<file path="src/verilog/exec_pkg.sv">
`default_nettype none

package exec_pkg;

    localparam int unsigned XLEN = 64;

    // datapath widths
    typedef logic [XLEN-1:0] xlen_t;
    typedef logic [31:0]     instr_t;
    typedef logic [4:0]      reg_idx_t;
    // one-hot alu function, bit 14 spare
    typedef logic [14:0]     alu_sel_t;
    // [1] op1 signed, [0] op2 signed
    typedef logic [1:0]      sext_t;

    // alu_sel_t bit positions
    localparam int unsigned ALU_ADD  = 0;
    localparam int unsigned ALU_SUB  = 1;
    localparam int unsigned ALU_SLT  = 2;
    localparam int unsigned ALU_SLTU = 3;
    localparam int unsigned ALU_XOR  = 4;
    localparam int unsigned ALU_OR   = 5;
    localparam int unsigned ALU_AND  = 6;
    localparam int unsigned ALU_SLL  = 7;
    localparam int unsigned ALU_SRL  = 8;
    localparam int unsigned ALU_SRA  = 9;
    localparam int unsigned ALU_MUL  = 10;
    localparam int unsigned ALU_MULH = 11;
    localparam int unsigned ALU_DIV  = 12;
    localparam int unsigned ALU_REM  = 13;

    // major opcodes handled by this stage
    localparam logic [6:0] OPC_OP        = 7'b0110011;
    localparam logic [6:0] OPC_OP_IMM    = 7'b0010011;
    localparam logic [6:0] OPC_OP_32     = 7'b0111011;
    localparam logic [6:0] OPC_OP_IMM_32 = 7'b0011011;
    localparam logic [6:0] OPC_LOAD      = 7'b0000011;
    localparam logic [6:0] OPC_STORE     = 7'b0100011;

    typedef struct packed {
        alu_sel_t alu_sel;
        sext_t    sext;
        logic     word_op;
        logic     use_imm;
        logic     imm_s_fmt;
        logic     mem_access;
        logic     illegal;
        reg_idx_t rd;
    } alu_ctrl_t;

    typedef struct packed {
        xlen_t    result;
        xlen_t    mem_addr;
        reg_idx_t rd;
        logic     mem_access;
        logic     illegal;
    } exec_result_t;

endpackage

`default_nettype wire

</file>
<file path="src/verilog/exec_result_reg.sv">
`default_nettype none

module exec_result_reg (
    input  logic                   clk,
    input  logic                   rst_n,
    input  logic                   in_valid,
    input  exec_pkg::alu_ctrl_t    ctrl,
    input  exec_pkg::xlen_t        result,
    input  exec_pkg::xlen_t        mem_addr,
    output logic                   out_valid,
    output exec_pkg::exec_result_t out_result
);
    import exec_pkg::*;

    exec_result_t next_result;

    // x0 and illegal encodings write nothing
    always_comb begin
        next_result.result = (ctrl.rd == '0 || ctrl.illegal) ? '0 : result;
        next_result.mem_addr = mem_addr;
        next_result.rd = ctrl.rd;
        next_result.mem_access = ctrl.mem_access;
        next_result.illegal = ctrl.illegal;
    end

    ////////////////////////////////////////////////////////////////////////////
    // output register
    ////////////////////////////////////////////////////////////////////////////

    always_ff @(posedge clk or negedge rst_n) begin
        if (!rst_n) begin
            out_valid <= 1'b0;
            out_result <= '0;
        end else begin
            // one-cycle strobe follows input
            out_valid <= in_valid;
            // hold last result when idle
            if (in_valid) begin
                out_result <= next_result;
            end
        end
    end

endmodule

`default_nettype wire

</file>
<file path="config.mk">
export PLATFORM = sky130hd
export DESIGN_NAME = exec_result_reg
export DESIGN_NICKNAME = d
export VERILOG_FILES = /design/src/verilog/exec_pkg.sv /design/src/verilog/exec_result_reg.sv
export SDC_FILE = /design/constraint.sdc
export NUM_CORES = 1
export LEC_CHECK = 0
export ABC_AREA = 1
export BUFFER_PORTS_ARGS = -buffer_cell sky130_fd_sc_hd__buf_2
export CORE_MARGIN = 8
export CORE_UTILIZATION = 40
export DETAILED_ROUTE_END_ITERATION = 10
export PLACE_DENSITY = 0.76
export SLEW_MARGIN = 5
export SYNTH_ARGS = -nofsm -noshare
export SYNTH_HDL_FRONTEND = slang
export SYNTH_SLANG_ARGS = --single-unit
</file>
<file path="constraint.sdc">
create_clock -name clk -period 0.8 [get_ports clk]
set_input_delay 0.04 -clock clk [delete_from_list [all_inputs] [get_ports clk]]
set_output_delay 0.04 -clock clk [all_outputs]
set_load 0.1 [all_outputs]
</file>
==> results.sh <==
export IMPL_outcome="complete, but fails checks"
export IMPL_violations="setup timing"
export IMPL_pwr_share_comb=0.376
export IMPL_crit_slowest_cell="dfrtp_4"
export IMPL_r2r_end="out_result[12]"
export IMPL_finClkSkew_ps=0
export IMPL_cp_startpoint="out_result[101]"
export IMPL_nFillCells=286
export IMPL_yosysTopAreaCell="dfrtp_1"
export IMPL_ir_drop_mv=1.78
export IMPL_ant_nets=0
export IMPL_start_util=0.411
export IMPL_gp_congestion=0.771
export IMPL_final_common_cell="nand2_1"
export IMPL_seq_area_frac_synth=0.650
export IMPL_first_pass_iters=5
export IMPL_slowest_delay_ps=520
export IMPL_cts_buffers=17
export IMPL_die_width_um=130
export IMPL_max_freq_mhz=847
export IMPL_htree_levels=4
export IMPL_regArea_um2=3910
export IMPL_p_clk_frac=0.296
export IMPL_clock_latency_ps=430
export IMPL_totalWireLength_um=34200
export IMPL_die_y_um=130
export IMPL_cap_violations=0
export IMPL_dpl_cell_area_um2=9550
export IMPL_multi_input_area_um2=1860
export IMPL_synth_top_cell_area_share=0.650
export IMPL_hold_class="in -> async"
export IMPL_rows=41
export IMPL_maxSlewViolCount=0
export IMPL_arrival_ps=1140
export IMPL_grt_max_degree=65
export IMPL_path_clk_slew_ps=60
export IMPL_rr_worst_depth=3
export IMPL_power_density_nw_per_um2=2190
export IMPL_critPathKind="reg -> out"
export IMPL_cp_endpoint="out_result[101]"
export IMPL_syn_to_final_growth_pct=131
export IMPL_switching_share=0.391
export IMPL_cts_tree="yes"
export IMPL_period_minus_slack_ps=1180
export IMPL_r2r_slack_ps=-170
export IMPL_path_cells="buf_12"
export IMPL_coreArea_um2=12700
export IMPL_path_depth=1
export IMPL_synth_fp_nets=738
export IMPL_cp_end_kind="output pin"
export IMPL_drt_iter0_drc=714
export IMPL_timing_rr_start="out_result[12]"
export IMPL_intPower_w=0.0161
export IMPL_grt_ovfl_total=0
export IMPL_tightest_slew_ps=301
export IMPL_hold_viol=0
export IMPL_grt_pass1_wl_um=42100
export IMPL_dr_total_vias=6929
export IMPL_ys_warn_count=0
export IMPL_crit_path_start_kind="flip-flop"
export IMPL_finalCritPeriodShare=1.48
export IMPL_worstPathRequired_ps=760
export IMPL_p_leak_nw=5.79
export IMPL_boundaryPins=294
export IMPL_synth_cells=580
export IMPL_syn_avg_cell_area_um2=9.02
export IMPL_wire_per_inst_um=27.9
export IMPL_cts_root_buf="clkbuf_16"
export IMPL_rsz0062_at_grt="true"
export IMPL_ys_seq_elements=136
export IMPL_crit_family="flip-flops"
export IMPL_cts_buffer_depth=2
export IMPL_final_nets=1195
export IMPL_hpwl_um=15300
export IMPL_design_area_um2=12100
export IMPL_synthesis_area_um2=5230
export IMPL_cts_sinks=136
export IMPL_drc=0
export IMPL_p_sw_w=0.0103
export IMPL_layout_drive_gt1_share=0.537
export IMPL_port_buffers=273
export IMPL_post_place_ws_ps=-144
export IMPL_pwr_share_seq=0.327
export IMPL_final_cell_mix="nand2_1, buf_12, buf_2"
export IMPL_fp_dieArea_um2=17000
export IMPL_finalSetupViolCount=189
export IMPL_finalWorstSetupSlack_ps=-381
export IMPL_path_buf_inv=1
export IMPL_grt_pass1_vias=7071
export IMPL_critPathMaxFanout=2
export IMPL_viasPerCell=5.67
export IMPL_synth_area_top_cells="dfrtp_1, nand2_1, nand3_1, buf_6, clkbuf_1"
export IMPL_track_usage=0.337
export IMPL_antenna_found_initial=6
export IMPL_timing_slew_headroom=0.800
export IMPL_synth_distinct_cells=13
==> power groups by stage <==
stage	Combinational (W)	Clock, W	Sequential, W
floorplan	0.000714	0	0.0126
global placement	0.00836	0	0.00857
detailed placement	0.00849	0	0.00863
CTS	0.00921	0.00740	0.00850
global route	0.0101	0.00800	0.00867
finish	0.00994	0.00782	0.00864
==> metal layers <==
layer	GRT usage	routed length (um)	vias to the layer above
li1	-	-	2705
met1	0.352	10800	3344
met2	0.591	16600	673
met3	0.117	4210	203
met4	0.176	2590	4
met5	0	23	-
==> synthesized netlist by cell type <==
cell / instances
nand3_2: 1
nor2_4: 1
buf_6: 6
inv_4: 1
clkbuf_1: 17
nand2_1: 336
nand3_1: 64
dfrtp_1: 136
o21ai_0: 1
inv_1: 1
nor2_1: 4
buf_4: 2
buf_2: 10
==> worst min path at each step <==
stage / to / cells after the start / startpoint
6_report: out_result[22] / 2 / rst_n
3_3_place_gp: out_result[31] / 1 / rst_n
2_1_floorplan: out_result[4] / 0 / rst_n
5_1_grt: out_result[29] / 2 / rst_n
3_5_place_dp: out_result[30] / 1 / rst_n
4_1_cts: out_result[89] / 2 / rst_n
==> state kept, by name, summed over array words and instances (netlist names) <==
| name | cells |
|---|---|
| out_result | 135 |
| out_valid | 1 |
==> through the flow <==
stage	cells	power (W)	setup TNS (ps)	hold slack (ps)	util
floorplan	580	0.0133	-7240	-256	-
global placement	1020	0.0169	-7060	-75.5	0.750
detailed placement	1020	0.0171	-10400	-72.5	0.750
CTS	1200	0.0251	-45540	76.6	0.915
global route	1223	0.0268	-51720	63.2	0.949
finish	1223	0.0264	-49370	42.7	0.949
==> cell families (layout without fill, tap and decap cells) <==
group / after synthesis / in the layout / share of synthesized area
buffers and inverters: 37 / 504 / 0.0395
DFF: 136 / 136 / 0.650
AOI/OAI and AO/OA: 1 / 1 / 0.000956
other: 0 / 4 / 0
and+or+nand+nor: 406 / 406 / 0.309
==> what timing repair did <==
item	CTS	global route
hold endpoints to repair	270	0
resized for setup	25	91
hold buffers	135	0
pin swaps	0	4
buffers inserted	16	27
gates cloned	0	0
setup endpoints to repair	136	165
==> layout make-up <==
cell class,count,area share
Timing Repair Buffer,473,0.457
Clock inverter,3,0.00332
Tap cell,172,0.0178
Clock buffer,26,0.0422
Antenna cell,4,0.000829
Multi-Input combinational cell,407,0.154
Sequential cell,136,0.324
Inverter,2,0.000829
==> worst register-to-register path, delay by kind of cell, from the launching register on <==
| family | cells | cell delay [ps] |
|---|---|---|
| DFF | 1 | 500 |
| and+or+nand+nor | 2 | 190 |
| buffers and inverters | 1 | 140 |
(Power assumes the default switching activity.)
