<file path="src/verilog/exec_pkg.sv">
`default_nettype none

package exec_pkg;

    localparam int unsigned XLEN = 64;

    // datapath widths
    typedef logic [XLEN-1:0] xlen_t;
    typedef logic [31:0]     instr_t;
    typedef logic [4:0]      reg_idx_t;
    // one-hot alu function, bit 14 spare
    typedef logic [14:0]     alu_sel_t;
    // [1] op1 signed, [0] op2 signed
    typedef logic [1:0]      sext_t;

    // alu_sel_t bit positions
    localparam int unsigned ALU_ADD  = 0;
    localparam int unsigned ALU_SUB  = 1;
    localparam int unsigned ALU_SLT  = 2;
    localparam int unsigned ALU_SLTU = 3;
    localparam int unsigned ALU_XOR  = 4;
    localparam int unsigned ALU_OR   = 5;
    localparam int unsigned ALU_AND  = 6;
    localparam int unsigned ALU_SLL  = 7;
    localparam int unsigned ALU_SRL  = 8;
    localparam int unsigned ALU_SRA  = 9;
    localparam int unsigned ALU_MUL  = 10;
    localparam int unsigned ALU_MULH = 11;
    localparam int unsigned ALU_DIV  = 12;
    localparam int unsigned ALU_REM  = 13;

    // major opcodes handled by this stage
    localparam logic [6:0] OPC_OP        = 7'b0110011;
    localparam logic [6:0] OPC_OP_IMM    = 7'b0010011;
    localparam logic [6:0] OPC_OP_32     = 7'b0111011;
    localparam logic [6:0] OPC_OP_IMM_32 = 7'b0011011;
    localparam logic [6:0] OPC_LOAD      = 7'b0000011;
    localparam logic [6:0] OPC_STORE     = 7'b0100011;

    typedef struct packed {
        alu_sel_t alu_sel;
        sext_t    sext;
        logic     word_op;
        logic     use_imm;
        logic     imm_s_fmt;
        logic     mem_access;
        logic     illegal;
        reg_idx_t rd;
    } alu_ctrl_t;

    typedef struct packed {
        xlen_t    result;
        xlen_t    mem_addr;
        reg_idx_t rd;
        logic     mem_access;
        logic     illegal;
    } exec_result_t;

endpackage

`default_nettype wire

</file>
<file path="src/verilog/exec_decoder.sv">
`default_nettype none

module exec_decoder (
    input  exec_pkg::instr_t    instr,
    output exec_pkg::alu_ctrl_t ctrl
);
    import exec_pkg::*;

    logic [6:0]  opcode;
    logic [2:0]  funct3;
    logic [6:0]  funct7;
    // index into the one-hot select
    int unsigned fn;
    logic        legal;

    assign opcode = instr[6:0];
    assign funct3 = instr[14:12];
    assign funct7 = instr[31:25];

    always_comb begin
        fn = ALU_ADD;
        legal = 1'b1;
        ctrl = '0;
        // signed unless the mnemonic says otherwise
        ctrl.sext = 2'b11;
        ctrl.rd = instr[11:7];
        case (opcode)
            ////////////////////////////////////////////////////////////////////////////
            // register forms, RV64I and M
            ////////////////////////////////////////////////////////////////////////////
            OPC_OP, OPC_OP_32: begin
                ctrl.word_op = (opcode == OPC_OP_32);
                case (funct7)
                    7'b0000000: begin
                        case (funct3)
                            3'b000: fn = ALU_ADD;
                            3'b001: fn = ALU_SLL;
                            3'b010: fn = ALU_SLT;
                            3'b011: fn = ALU_SLTU;
                            3'b100: fn = ALU_XOR;
                            3'b101: fn = ALU_SRL;
                            3'b110: fn = ALU_OR;
                            default: fn = ALU_AND;
                        endcase
                    end
                    7'b0100000: begin
                        if (funct3 == 3'b000) begin
                            fn = ALU_SUB;
                        end else if (funct3 == 3'b101) begin
                            fn = ALU_SRA;
                        end else begin
                            legal = 1'b0;
                        end
                    end
                    7'b0000001: begin
                        case (funct3)
                            3'b000: fn = ALU_MUL;
                            3'b001: fn = ALU_MULH;
                            // mulhsu, op2 unsigned
                            3'b010: begin
                                fn = ALU_MULH;
                                ctrl.sext = 2'b10;
                            end
                            3'b011: begin
                                fn = ALU_MULH;
                                ctrl.sext = 2'b00;
                            end
                            3'b100: fn = ALU_DIV;
                            3'b101: begin
                                fn = ALU_DIV;
                                ctrl.sext = 2'b00;
                            end
                            3'b110: fn = ALU_REM;
                            default: begin
                                fn = ALU_REM;
                                ctrl.sext = 2'b00;
                            end
                        endcase
                    end
                    default: legal = 1'b0;
                endcase
                // op-32 only defines a subset
                if (ctrl.word_op && funct7 != 7'b0000001 &&
                    !(funct3 inside {3'b000, 3'b001, 3'b101})) begin
                    legal = 1'b0;
                end
                if (ctrl.word_op && funct7 == 7'b0000001 &&
                    (funct3 inside {3'b001, 3'b010, 3'b011})) begin
                    legal = 1'b0;
                end
            end
            ////////////////////////////////////////////////////////////////////////////
            // immediate forms
            ////////////////////////////////////////////////////////////////////////////
            OPC_OP_IMM, OPC_OP_IMM_32: begin
                ctrl.word_op = (opcode == OPC_OP_IMM_32);
                ctrl.use_imm = 1'b1;
                case (funct3)
                    3'b000: fn = ALU_ADD;
                    3'b010: fn = ALU_SLT;
                    3'b011: fn = ALU_SLTU;
                    3'b100: fn = ALU_XOR;
                    3'b110: fn = ALU_OR;
                    3'b111: fn = ALU_AND;
                    3'b001: begin
                        fn = ALU_SLL;
                        // shamt[5] reserved in word mode
                        legal = (instr[31:26] == 6'b0) && !(ctrl.word_op && instr[25]);
                    end
                    default: begin
                        fn = instr[30] ? ALU_SRA : ALU_SRL;
                        legal = !instr[31] && (instr[29:26] == 4'b0) &&
                                !(ctrl.word_op && instr[25]);
                    end
                endcase
                if (ctrl.word_op && !(funct3 inside {3'b000, 3'b001, 3'b101})) begin
                    legal = 1'b0;
                end
            end
            // address only, funct3 111 undefined
            OPC_LOAD: begin
                ctrl.use_imm = 1'b1;
                ctrl.mem_access = 1'b1;
                legal = (funct3 != 3'b111);
            end
            OPC_STORE: begin
                ctrl.use_imm = 1'b1;
                ctrl.imm_s_fmt = 1'b1;
                ctrl.mem_access = 1'b1;
                // no writeback
                ctrl.rd = '0;
                legal = !funct3[2];
            end
            default: legal = 1'b0;
        endcase
        ctrl.alu_sel = alu_sel_t'(1) << fn;
        // illegal collapses to a harmless add to x0
        if (!legal) begin
            ctrl = '0;
            ctrl.alu_sel[ALU_ADD] = 1'b1;
            ctrl.illegal = 1'b1;
        end
    end

endmodule

`default_nettype wire

</file>
<file path="config.mk">
export PLATFORM = sky130hd
export DESIGN_NAME = exec_decoder
export DESIGN_NICKNAME = d
export VERILOG_FILES = /design/src/verilog/exec_pkg.sv /design/src/verilog/exec_decoder.sv
export SDC_FILE = /design/constraint.sdc
export NUM_CORES = 1
export LEC_CHECK = 0
export BUFFER_PORTS_ARGS = -buffer_cell sky130_fd_sc_hd__buf_2
export CORE_MARGIN = 8
export CORE_UTILIZATION = 36
export DETAILED_ROUTE_END_ITERATION = 16
export PLACE_DENSITY = 0.82
export SYNTH_ARGS = -nofsm -noshare
export SYNTH_HDL_FRONTEND = slang
export SYNTH_SLANG_ARGS = --single-unit
export TNS_END_PERCENT = 30
</file>
<file path="constraint.sdc">
create_clock -name vclk -period 2.15
set_input_delay 0.1075 -clock vclk [all_inputs]
set_output_delay 0.1075 -clock vclk [all_outputs]
set_load 0.05 [all_outputs]
</file>
==> reports/metrics.cfg <==
[global_routing]
antenna_found_initial = 0
overflow = 0
grt_pass1_vias = 1270
grt_usage_pct = 23.9
grt_max_degree = 12
grt_pass1_wl_um = 6390

[detailed_routing]
drc_errors = 0
wl_um = 5020
ant_nets = 0
vias = 1323
firstDrtPassIters = 5
routedWlPerCell_um = 26.3
via_per_inst = 6.93
first_iter_violations = 89

[layout]
layout_commonest_cell = buf_6
area_growth_pct = 148
final_nets = 208
clkbuf_count = 0
multi_input_area_um2 = 857
n_antenna_cell = 0
seqCellArea_um2 = 0
fillers = 55
post-route-util_pct = 93.6
numSequentialCells = 0
final_cell_mix = buf_6, buf_2, buf_4
drive_above_1_share_pct = 69.0

[setup_path]
criticalPathCategory = input port to output pin
worst-path-max-fanout = 5
crit_path_end_kind = output pin
cp.required_ns = 2.04
critPathLaunchType = input port
critPathArrivalTime_ns = 2.46

[synth]
yosys.cell_types.count = 42
synth_top_area_share_pct = 11.2
yosys_warnings = 0
synth.yosys.seq_area_share_pct = 0
synth_top_cell_by_area = nor2_1
synthCells = 107
syn_area_per_cell_um2 = 5.96
synth_fp_nets = 139
synth_area_leaders = nor2_1, nor3_1, nand2_1
syn_area_um2 = 638

[timing]
timing.fmax_mhz = 389
hold_slack_ns = 0.566
min_period_ns = 2.57
finalSetupViolCount = 23
maxSlewViolCount = 0
fin_crit_sh_pct = 120
setup_tns_ns = -8.38
hold_viol = 0
setup_ws_ns = -0.421
rsz0062_at_grt = yes
worstMarginPinSlew_ns = 0.763
relSlewSlack_pct = 48.4

[floorplan]
dieWidth_um = 58.1
rows = 15
die-area_um2 = 3380
die_h_um = 58.1
ios = 59
start_util_pct = 37.8
coreArea_um2 = 1690

[power]
leakage_nw = 0.717
p_per_area_nw_per_um2 = 101
irDropWorstVdd_mv = 0.0933

[placement]
dpl.hpwl_um = 2280
routabilityCongestion = 0.830
io_buffers = 48

[min_path]
holdPathStages = 4
hold_class = input port to output pin

[outcome]
failed_checks = setup timing
outcome = complete, but fails checks

[clock_network]
holdBufCountCts = 0

[job]
cap_violations = 0

timing repair:
| item | 4_1_cts | 5_1_grt |
|---|---|---|
| gates cloned | 2 | 0 |
| resized for setup | 53 | 20 |
| setup endpoints to repair | 23 | 23 |
| pin swaps | 5 | 9 |
| setup buffers | 5 | 0 |
final cells by class:
type,instances,share of cell area [%]
multi-input cells,98,54.2
repair buffers,75,44.2
well taps,17,1.35
inverters,1,0.238
synth_stat cells (2+ instances only):
| library cell | number |
|---|---|
| buf_2 | 2 |
| o31ai_1 | 2 |
| or4_1 | 4 |
| nor2b_1 | 4 |
| clkbuf_1 | 4 |
| nor4b_1 | 2 |
| nor2_1 | 19 |
| o21ai_0 | 2 |
| a21oi_1 | 5 |
| and3_1 | 2 |
| nor3_1 | 11 |
| nand2b_1 | 3 |
| mux2i_1 | 2 |
| nand4_1 | 2 |
| nand2_1 | 12 |
| or3_1 | 2 |
| a21o_1 | 3 |
| nand3b_1 | 2 |
path summary, 6_finish.rpt:
kind                  startpoint  endpoint  slack, ns
worst max-delay path   instr[26]  ctrl[23]      -0.42
worst min-delay path   instr[10]   ctrl[3]       0.57
layer usage:
layer | up-vias | global-route usage, % | part of all wire, %
li1 | 534 | - | -
met1 | 615 | 25.2 | 34
met2 | 140 | 45.9 | 48
met3 | 34 | 3.75 | 11
met4 | 0 | 8.74 | 5.9
met5 | - | 0 | 0
stage by stage:
step | power [mW] | instances | instance area [um^2] | setup WS, ns
final | 0.160 | 191 | 1580 | -0.421
after global routing | 0.164 | 191 | 1580 | -0.409
after CTS | 0.136 | 191 | 1500 | -0.231
after detailed placement | 0.121 | 184 | 1230 | -0.372
after global placement | 0.117 | 184 | 1230 | -0.336
after floorplan | 0.0726 | 107 | 836 | -0.357
where the power goes:
part	internal, mW	switching, mW
Combinational	0.0619	0.0977
Sequential	0	0
Clock	0	0
Total	0.0619	0.0977
critical path, cell delays in order:
cell and delay, ns:
buf_6 0.09, or4_4 0.54, buf_6 0.15, nor4b_4 0.28, mux2i_1 0.36, o311ai_2 0.20, a31oi_4 0.24, buf_6 0.17
buf_16 0.13, nor3_4 0.05, buf_6 0.15
logic make-up after synthesis:
family / count (synthesis) / synth area share (%)
xor gates and xnor gates: 1 / 1.37
AOI/OAI and AO/OA: 24 / 30.0
buffers and inverters: 9 / 6.27
muxes: 2 / 3.14
other: 1 / 0.588
and+or+nand+nor: 70 / 58.6
No activity file was read; power rests on OpenSTA's default activity.
