### src/verilog/exec_pkg.sv
`default_nettype none

package exec_pkg;

    localparam int unsigned XLEN = 64;

    // datapath widths
    typedef logic [XLEN-1:0] xlen_t;
    typedef logic [31:0]     instr_t;
    typedef logic [4:0]      reg_idx_t;
    // one-hot alu function, bit 14 spare
    typedef logic [14:0]     alu_sel_t;
    // [1] op1 signed, [0] op2 signed
    typedef logic [1:0]      sext_t;

    // alu_sel_t bit positions
    localparam int unsigned ALU_ADD  = 0;
    localparam int unsigned ALU_SUB  = 1;
    localparam int unsigned ALU_SLT  = 2;
    localparam int unsigned ALU_SLTU = 3;
    localparam int unsigned ALU_XOR  = 4;
    localparam int unsigned ALU_OR   = 5;
    localparam int unsigned ALU_AND  = 6;
    localparam int unsigned ALU_SLL  = 7;
    localparam int unsigned ALU_SRL  = 8;
    localparam int unsigned ALU_SRA  = 9;
    localparam int unsigned ALU_MUL  = 10;
    localparam int unsigned ALU_MULH = 11;
    localparam int unsigned ALU_DIV  = 12;
    localparam int unsigned ALU_REM  = 13;

    // major opcodes handled by this stage
    localparam logic [6:0] OPC_OP        = 7'b0110011;
    localparam logic [6:0] OPC_OP_IMM    = 7'b0010011;
    localparam logic [6:0] OPC_OP_32     = 7'b0111011;
    localparam logic [6:0] OPC_OP_IMM_32 = 7'b0011011;
    localparam logic [6:0] OPC_LOAD      = 7'b0000011;
    localparam logic [6:0] OPC_STORE     = 7'b0100011;

    typedef struct packed {
        alu_sel_t alu_sel;
        sext_t    sext;
        logic     word_op;
        logic     use_imm;
        logic     imm_s_fmt;
        logic     mem_access;
        logic     illegal;
        reg_idx_t rd;
    } alu_ctrl_t;

    typedef struct packed {
        xlen_t    result;
        xlen_t    mem_addr;
        reg_idx_t rd;
        logic     mem_access;
        logic     illegal;
    } exec_result_t;

endpackage

`default_nettype wire

### src/verilog/operand_select.sv
`default_nettype none

module operand_select (
    input  exec_pkg::instr_t    instr,
    input  exec_pkg::alu_ctrl_t ctrl,
    input  exec_pkg::xlen_t     rs2_val,
    output exec_pkg::xlen_t     op2
);
    import exec_pkg::*;

    ////////////////////////////////////////////////////////////////////////////
    // immediate build
    ////////////////////////////////////////////////////////////////////////////

    logic [11:0] imm12;
    xlen_t       imm;

    // store splits the field around rd
    assign imm12 = ctrl.imm_s_fmt ? {instr[31:25], instr[11:7]} : instr[31:20];

    // sign bit always at instr[31]
    assign imm = {{(XLEN - 12){imm12[11]}}, imm12};

    ////////////////////////////////////////////////////////////////////////////
    // second operand
    ////////////////////////////////////////////////////////////////////////////

    // loads and stores take the immediate here too
    // so the alu adder forms the address
    assign op2 = ctrl.use_imm ? imm : rs2_val;

endmodule

`default_nettype wire

### config.mk
export PLATFORM = sky130hd
export DESIGN_NAME = operand_select
export DESIGN_NICKNAME = d
export VERILOG_FILES = /design/src/verilog/exec_pkg.sv /design/src/verilog/operand_select.sv
export SDC_FILE = /design/constraint.sdc
export NUM_CORES = 1
export LEC_CHECK = 0
export BUFFER_PORTS_ARGS = -buffer_cell sky130_fd_sc_hd__buf_2
export CAP_MARGIN = 5
export CORE_AREA = 2 2 73 75
export DETAILED_ROUTE_END_ITERATION = 10
export DIE_AREA = 0 0 75 77
export SYNTH_ARGS = -nofsm -noshare
export SYNTH_HDL_FRONTEND = slang
export SYNTH_SLANG_ARGS = --single-unit
### constraint.sdc
create_clock -name vclk -period 1
set_input_delay 0.1 -clock vclk [all_inputs]
set_output_delay 0.1 -clock vclk [all_outputs]
set_load 0.1 [all_outputs]
==> results of run 1 <==
-- power breakdown --
part           total [mW]  switching [mW]  internal, mW
clock                   0               0             0
combinational        3.28            2.13          1.15
sequential              0               0             0
-- stage by stage --
step / total power [mW] / hold WS [ps] / std cells
5_1_grt: 3.38 / 610 / 356
4_1_cts: 3.29 / 597 / 356
3_3_place_gp: 3.21 / 590 / 354
6_report: 3.28 / 594 / 356
3_5_place_dp: 3.24 / 597 / 354
2_1_floorplan: 2.16 / 472 / 141
-- final cells by class --
cell class | instances | area share [%]
Tap cell | 70 | 2.73
Inverter | 53 | 6.19
Multi-Input combinational cell | 75 | 34.7
Timing Repair Buffer | 158 | 56.4
-- timing repair --
action                     in CTS  in global routing
pin swaps                       0                  2
cloned                          2                  0
setup endpoints to repair      42                 25
hold buffers                    0                  0
resized for setup               7                  8
-- how the worst min path moves through the flow --
stage / start / to / slack [ps]
3_3_place_gp: rs2_val[62] / op2[62] / 590
6_report: rs2_val[62] / op2[62] / 590
2_1_floorplan: rs2_val[11] / op2[11] / 470
4_1_cts: rs2_val[62] / op2[62] / 600
3_5_place_dp: rs2_val[62] / op2[62] / 600
5_1_grt: rs2_val[62] / op2[62] / 610
-- metal layers --
| layer | global-route usage (%) | wire length (um) | up-vias |
|---|---|---|---|
| met2 | 30.0 | 2530 | 80 |
| met4 | 0.714 | 21 | 0 |
| met5 | 0 | 0 | - |
| met1 | 15.6 | 1400 | 629 |
| li1 | - | - | 717 |
| met3 | 3.29 | 423 | 2 |
-- cell usage in the layout (no fill, tap or decap) --
master | netlist | routed
buf_12 | 0 | 60
nand2_8 | 0 | 1
buf_2 | 5 | 87
buf_6 | 1 | 3
mux2i_1 | 5 | 3
nor2_2 | 0 | 3
o21ai_4 | 0 | 53
a21oi_4 | 0 | 5
mux2i_2 | 0 | 2
nor2_1 | 5 | 2
buf_16 | 0 | 4
buf_4 | 1 | 4
inv_1 | 53 | 53
mux2_2 | 6 | 6
-- kinds of logic (layout without fill, tap and decap cells) --
| family | after synthesis | after routing |
|---|---|---|
| simple gates | 6 | 6 |
| compound gates | 58 | 58 |
| buf+inv | 66 | 211 |
| mux | 11 | 11 |
==> flow_metrics.env, run 1 <==
export IMPL_tightest_slew_ps=487
export IMPL_route_vias_total=1428
export IMPL_crit_buf_inv=3
export IMPL_synthCells=141
export IMPL_seqCellArea_um2=0
export IMPL_cellPowerDensity_nw_per_um2=1020
export IMPL_grt_util_all_layers_pct=14.9
export IMPL_first_pass_iters=4
export IMPL_design_seq_count=0
export IMPL_synth_top_cells_by_count="53 x inv_1, 53 x o21ai_0, 6 x mux2_2"
export IMPL_antenna_found_initial=0
export IMPL_cts_setup_buffers=0
export IMPL_min_path_type="in -> out"
export IMPL_fin_area_um2=3210
export IMPL_setup_viol=0
export IMPL_postLayoutCoreUtil_pct=64.5
export IMPL_hold_viol_final=0
export IMPL_yosysSeqAreaShare_pct=0
export IMPL_routed_wl_um=4370
export IMPL_die_w_um=75
export IMPL_rows=26
export IMPL_ant_nets=0
export IMPL_rsz0062_at_grt="yes"
export IMPL_cp_max_fo=19
export IMPL_worst_slack_ps=25.4
export IMPL_drv_cap=0
export IMPL_leakagePower_nw=1.56
export IMPL_post_dp_hpwl_um=3710
export IMPL_clkbuf_count=0
export IMPL_place_congestion=0.709
export IMPL_arrival_ps=870
export IMPL_place_ws_ps=-159
export IMPL_wl_per_cell_um=12.3
export IMPL_netlist_area_leader_share_pct=38.0
export IMPL_io_pins=187
export IMPL_critical_path_slowest_cell="buf_6"
export IMPL_num_nets_final=411
export IMPL_io_buffers=147
export IMPL_critPathMaxStageDelay_ps=350
export IMPL_syn_area_per_cell_um2=4.95
export IMPL_required_ps=900
export IMPL_synth_top_family_by_area="compound AO/OA/AOI/OAI gates"
export IMPL_muxShareOfSynthArea_pct=16.8
export IMPL_ir_drop_uv=647
export IMPL_die_area_um2=5780
export IMPL_antenna_cells=0
export IMPL_grt_ovfl_total=0
export IMPL_endpoint_kind="output port"
export IMPL_drv_slew=0
export IMPL_synthAdderAreaFrac_pct=0
export IMPL_period_share_pct=97.5
export IMPL_start_util_pct=14.0
export IMPL_synthTopCellsByArea="o21ai_0 38%, inv_1 28%, mux2_2 9.7%"
export IMPL_startpoint="ctrl[8]"
export IMPL_coreArea_um2=4980
export IMPL_ys_types=12
export IMPL_fin_crit_ps=975
export IMPL_grt_max_degree=20
export IMPL_worstSetupPathType="in -> out"
export IMPL_drc=0
export IMPL_areaGrowthSynthToFinish_pct=360
export IMPL_yosys_warnings=0
export IMPL_synth_top_area_cell="o21ai_0"
export IMPL_synthXorXnorAreaFrac_pct=0
export IMPL_drive_gt1_share_pct=79.7
export IMPL_status="completed"
export IMPL_cp_start_kind="input port"
export IMPL_slew_headroom_pct=67.8
export IMPL_synth_simple_gate_area_share_pct=3.23
export IMPL_hold_path_depth=4
export IMPL_multiInputGateArea_um2=1110
export IMPL_grt_pass1_vias=1515
export IMPL_max_clock_freq_ghz=1.03
export IMPL_synth_area_um2=698
export IMPL_tns_ps=0
export IMPL_placed_cell_area_um2=3100
export IMPL_nFillCells=399
export IMPL_first_iter_violations=19
export IMPL_syn_nets=264
export IMPL_synth_compound_area_share_pct=41.6
export IMPL_endpoint="op2[18]"
export IMPL_cp_depth=4
export IMPL_crit_chain="buf_12 -> buf_6 -> o21ai_4 -> buf_12"
export IMPL_cp_common_cell="buf_12"
export IMPL_viasPerCell=4.01
export IMPL_die_y_um=77
export IMPL_path_delay_family="buffers and inverters"
export IMPL_grt_pass1_wl_um=7000
No activity file was read; power rests on OpenSTA's default activity.
==> inputs of run 2 (changes only) <==
--- a/config.mk
+++ b/config.mk
@@ -10,6 +10,7 @@
 export CORE_AREA = 2 2 73 75
 export DETAILED_ROUTE_END_ITERATION = 10
 export DIE_AREA = 0 0 75 77
+export REMOVE_ABC_BUFFERS = 1
 export SYNTH_ARGS = -nofsm -noshare
 export SYNTH_HDL_FRONTEND = slang
 export SYNTH_SLANG_ARGS = --single-unit
==> constraint.sdc (replaced) <==
create_clock -name vclk -period 0.9
set_input_delay 0.09 -clock vclk [all_inputs]
set_output_delay 0.09 -clock vclk [all_outputs]
set_load 0.1 [all_outputs]
==> run 2 against run 1 <==
The run now ends with negative setup slack left. Worst setup slack worse by 76 ps. Non-clock buffer count grew 5. Combinational power grew 13%. Global-route usage fell by 0.86 points. Utilization grew 0.43 points. Clock-buffer cell count unchanged. Sequential share of layout area is the same.
==> flow_metrics.env, run 2 (synthesis results as in run 1) <==
export IMPL_ant_nets=0
export IMPL_die_w_um=75
export IMPL_rsz0062_at_grt="yes"
export IMPL_route_vias_total=1510
export IMPL_violations="negative setup slack"
export IMPL_hold_viol_final=0
export IMPL_seqCellArea_um2=0
export IMPL_worstSetupPathType="in -> out"
export IMPL_cp_start_kind="input port"
export IMPL_die_y_um=77
export IMPL_grt_util_all_layers_pct=14.0
export IMPL_startpoint="ctrl[8]"
export IMPL_drv_cap=0
export IMPL_place_ws_ps=-183
export IMPL_arrival_ps=860
export IMPL_fin_crit_ps=951
export IMPL_tightest_slew_ps=281
export IMPL_worst_slack_ps=-51.0
export IMPL_wl_per_cell_um=12.8
export IMPL_required_ps=810
export IMPL_io_buffers=147
export IMPL_drive_gt1_share_pct=80.8
export IMPL_design_seq_count=0
export IMPL_first_pass_iters=2
export IMPL_post_dp_hpwl_um=3000
export IMPL_slew_headroom_pct=81.2
export IMPL_endpoint_kind="output port"
export IMPL_cp_common_cell="buf_12"
export IMPL_die_area_um2=5780
export IMPL_min_path_type="in -> out"
export IMPL_whs_endpoint="op2[58]"
export IMPL_status="finished with violations"
export IMPL_io_pins=187
export IMPL_p_total_mw=3.69
export IMPL_antenna_cells=0
export IMPL_viasPerCell=4.18
export IMPL_cp_max_fo=36
export IMPL_areaGrowthSynthToFinish_pct=363
export IMPL_critPathMaxStageDelay_ps=220
export IMPL_first_iter_violations=21
export IMPL_critical_path_slowest_cell="o21ai_2"
export IMPL_leakagePower_nw=1.64
export IMPL_max_clock_freq_ghz=1.05
export IMPL_setup_viol=58
export IMPL_ir_drop_uv=647
export IMPL_routed_wl_um=4630
export IMPL_antenna_found_initial=0
export IMPL_grt_pass1_vias=1461
export IMPL_mostFrequentLayoutCells="80 x buf_2, 67 x buf_12, 53 x inv_1"
export IMPL_grt_max_degree=37
export IMPL_coreArea_um2=4980
export IMPL_ctsHoldBuffers=0
export IMPL_layout_commonest_cell="buf_2"
export IMPL_drc=0
export IMPL_place_congestion=0.713
export IMPL_rows=26
export IMPL_period_share_pct=106
export IMPL_grt_pass1_wl_um=6580
export IMPL_drv_slew=0
export IMPL_start_util_pct=14.0
export IMPL_crit_chain="buf_12 -> buf_12 -> o21ai_2 -> buf_12"
export IMPL_clkbuf_count=0
export IMPL_hold_path_depth=4
export IMPL_num_nets_final=416
export IMPL_grt_ovfl_total=0
export IMPL_hold_start="rs2_val[58]"
export IMPL_cellPowerDensity_nw_per_um2=1140
==> run 2: cell count changes in the layout (fill, tap and decap cells not counted), sizes merged <==
| cell | previous run | this run |
|---|---|---|
| clkbuf | 0 | 3 |
| buf | 158 | 160 |
==> run 2: layout make-up <==
class                           instances  area [um2]
Fill cell                             385        1740
Multi-Input combinational cell         75         922
Tap cell                               70        87.6
Timing Repair Buffer                  163        2020
Inverter                               53         199
==> run 2: repair_timing <==
action | in CTS | in global routing
pin swaps | 3 | 11
resized for setup | 122 | 54
setup endpoints to repair | 64 | 61
buffers inserted | 1 | 5
cloned | 4 | 2
==> run 2: per-layer routing <==
metal	global-route usage (%)	wire length, um	vias up
li1	-	-	737
met3	3.29	514	0
met1	14.2	1420	676
met4	0.179	0	0
met5	0	0	-
met2	28.9	2700	97
==> run 2: per-stage QoR <==
| stage | std cells | area (um2) | setup TNS, ps | utilization (%) | hold WS, ps |
|---|---|---|---|---|---|
| 2_1_floorplan | 128 | 629 | -78680 | - | 610 |
| 3_3_place_gp | 349 | 2480 | -8860 | 49.8 | 579 |
| 3_5_place_dp | 349 | 2480 | -10060 | 49.8 | 586 |
| 4_1_cts | 354 | 2880 | -2150 | 57.8 | 553 |
| 5_1_grt | 361 | 3230 | -3130 | 65.0 | 567 |
| 6_report | 361 | 3230 | -1500 | 65.0 | 553 |
==> run 2: power by group <==
group	internal, mW	total [mW]	switching (mW)
combinational	1.36	3.69	2.33
sequential	0	0	0
clock	0	0	0
total	1.36	3.69	2.33
==> run 2: worst max-delay path: cells and delay by family <==
kind            cells  cell delay [ps]
buf+inv             3              520
compound gates      1              220
==> run 2: worst max path at each step <==
stage | slack (ps) | endpoint | cells past startpoint
floorplan | -1410 | op2[61] | 2
global placement | -170 | op2[10] | 4
detailed placement | -180 | op2[47] | 5
CTS | -100 | op2[54] | 5
global route | -80 | op2[27] | 6
finish | -50 | op2[24] | 4
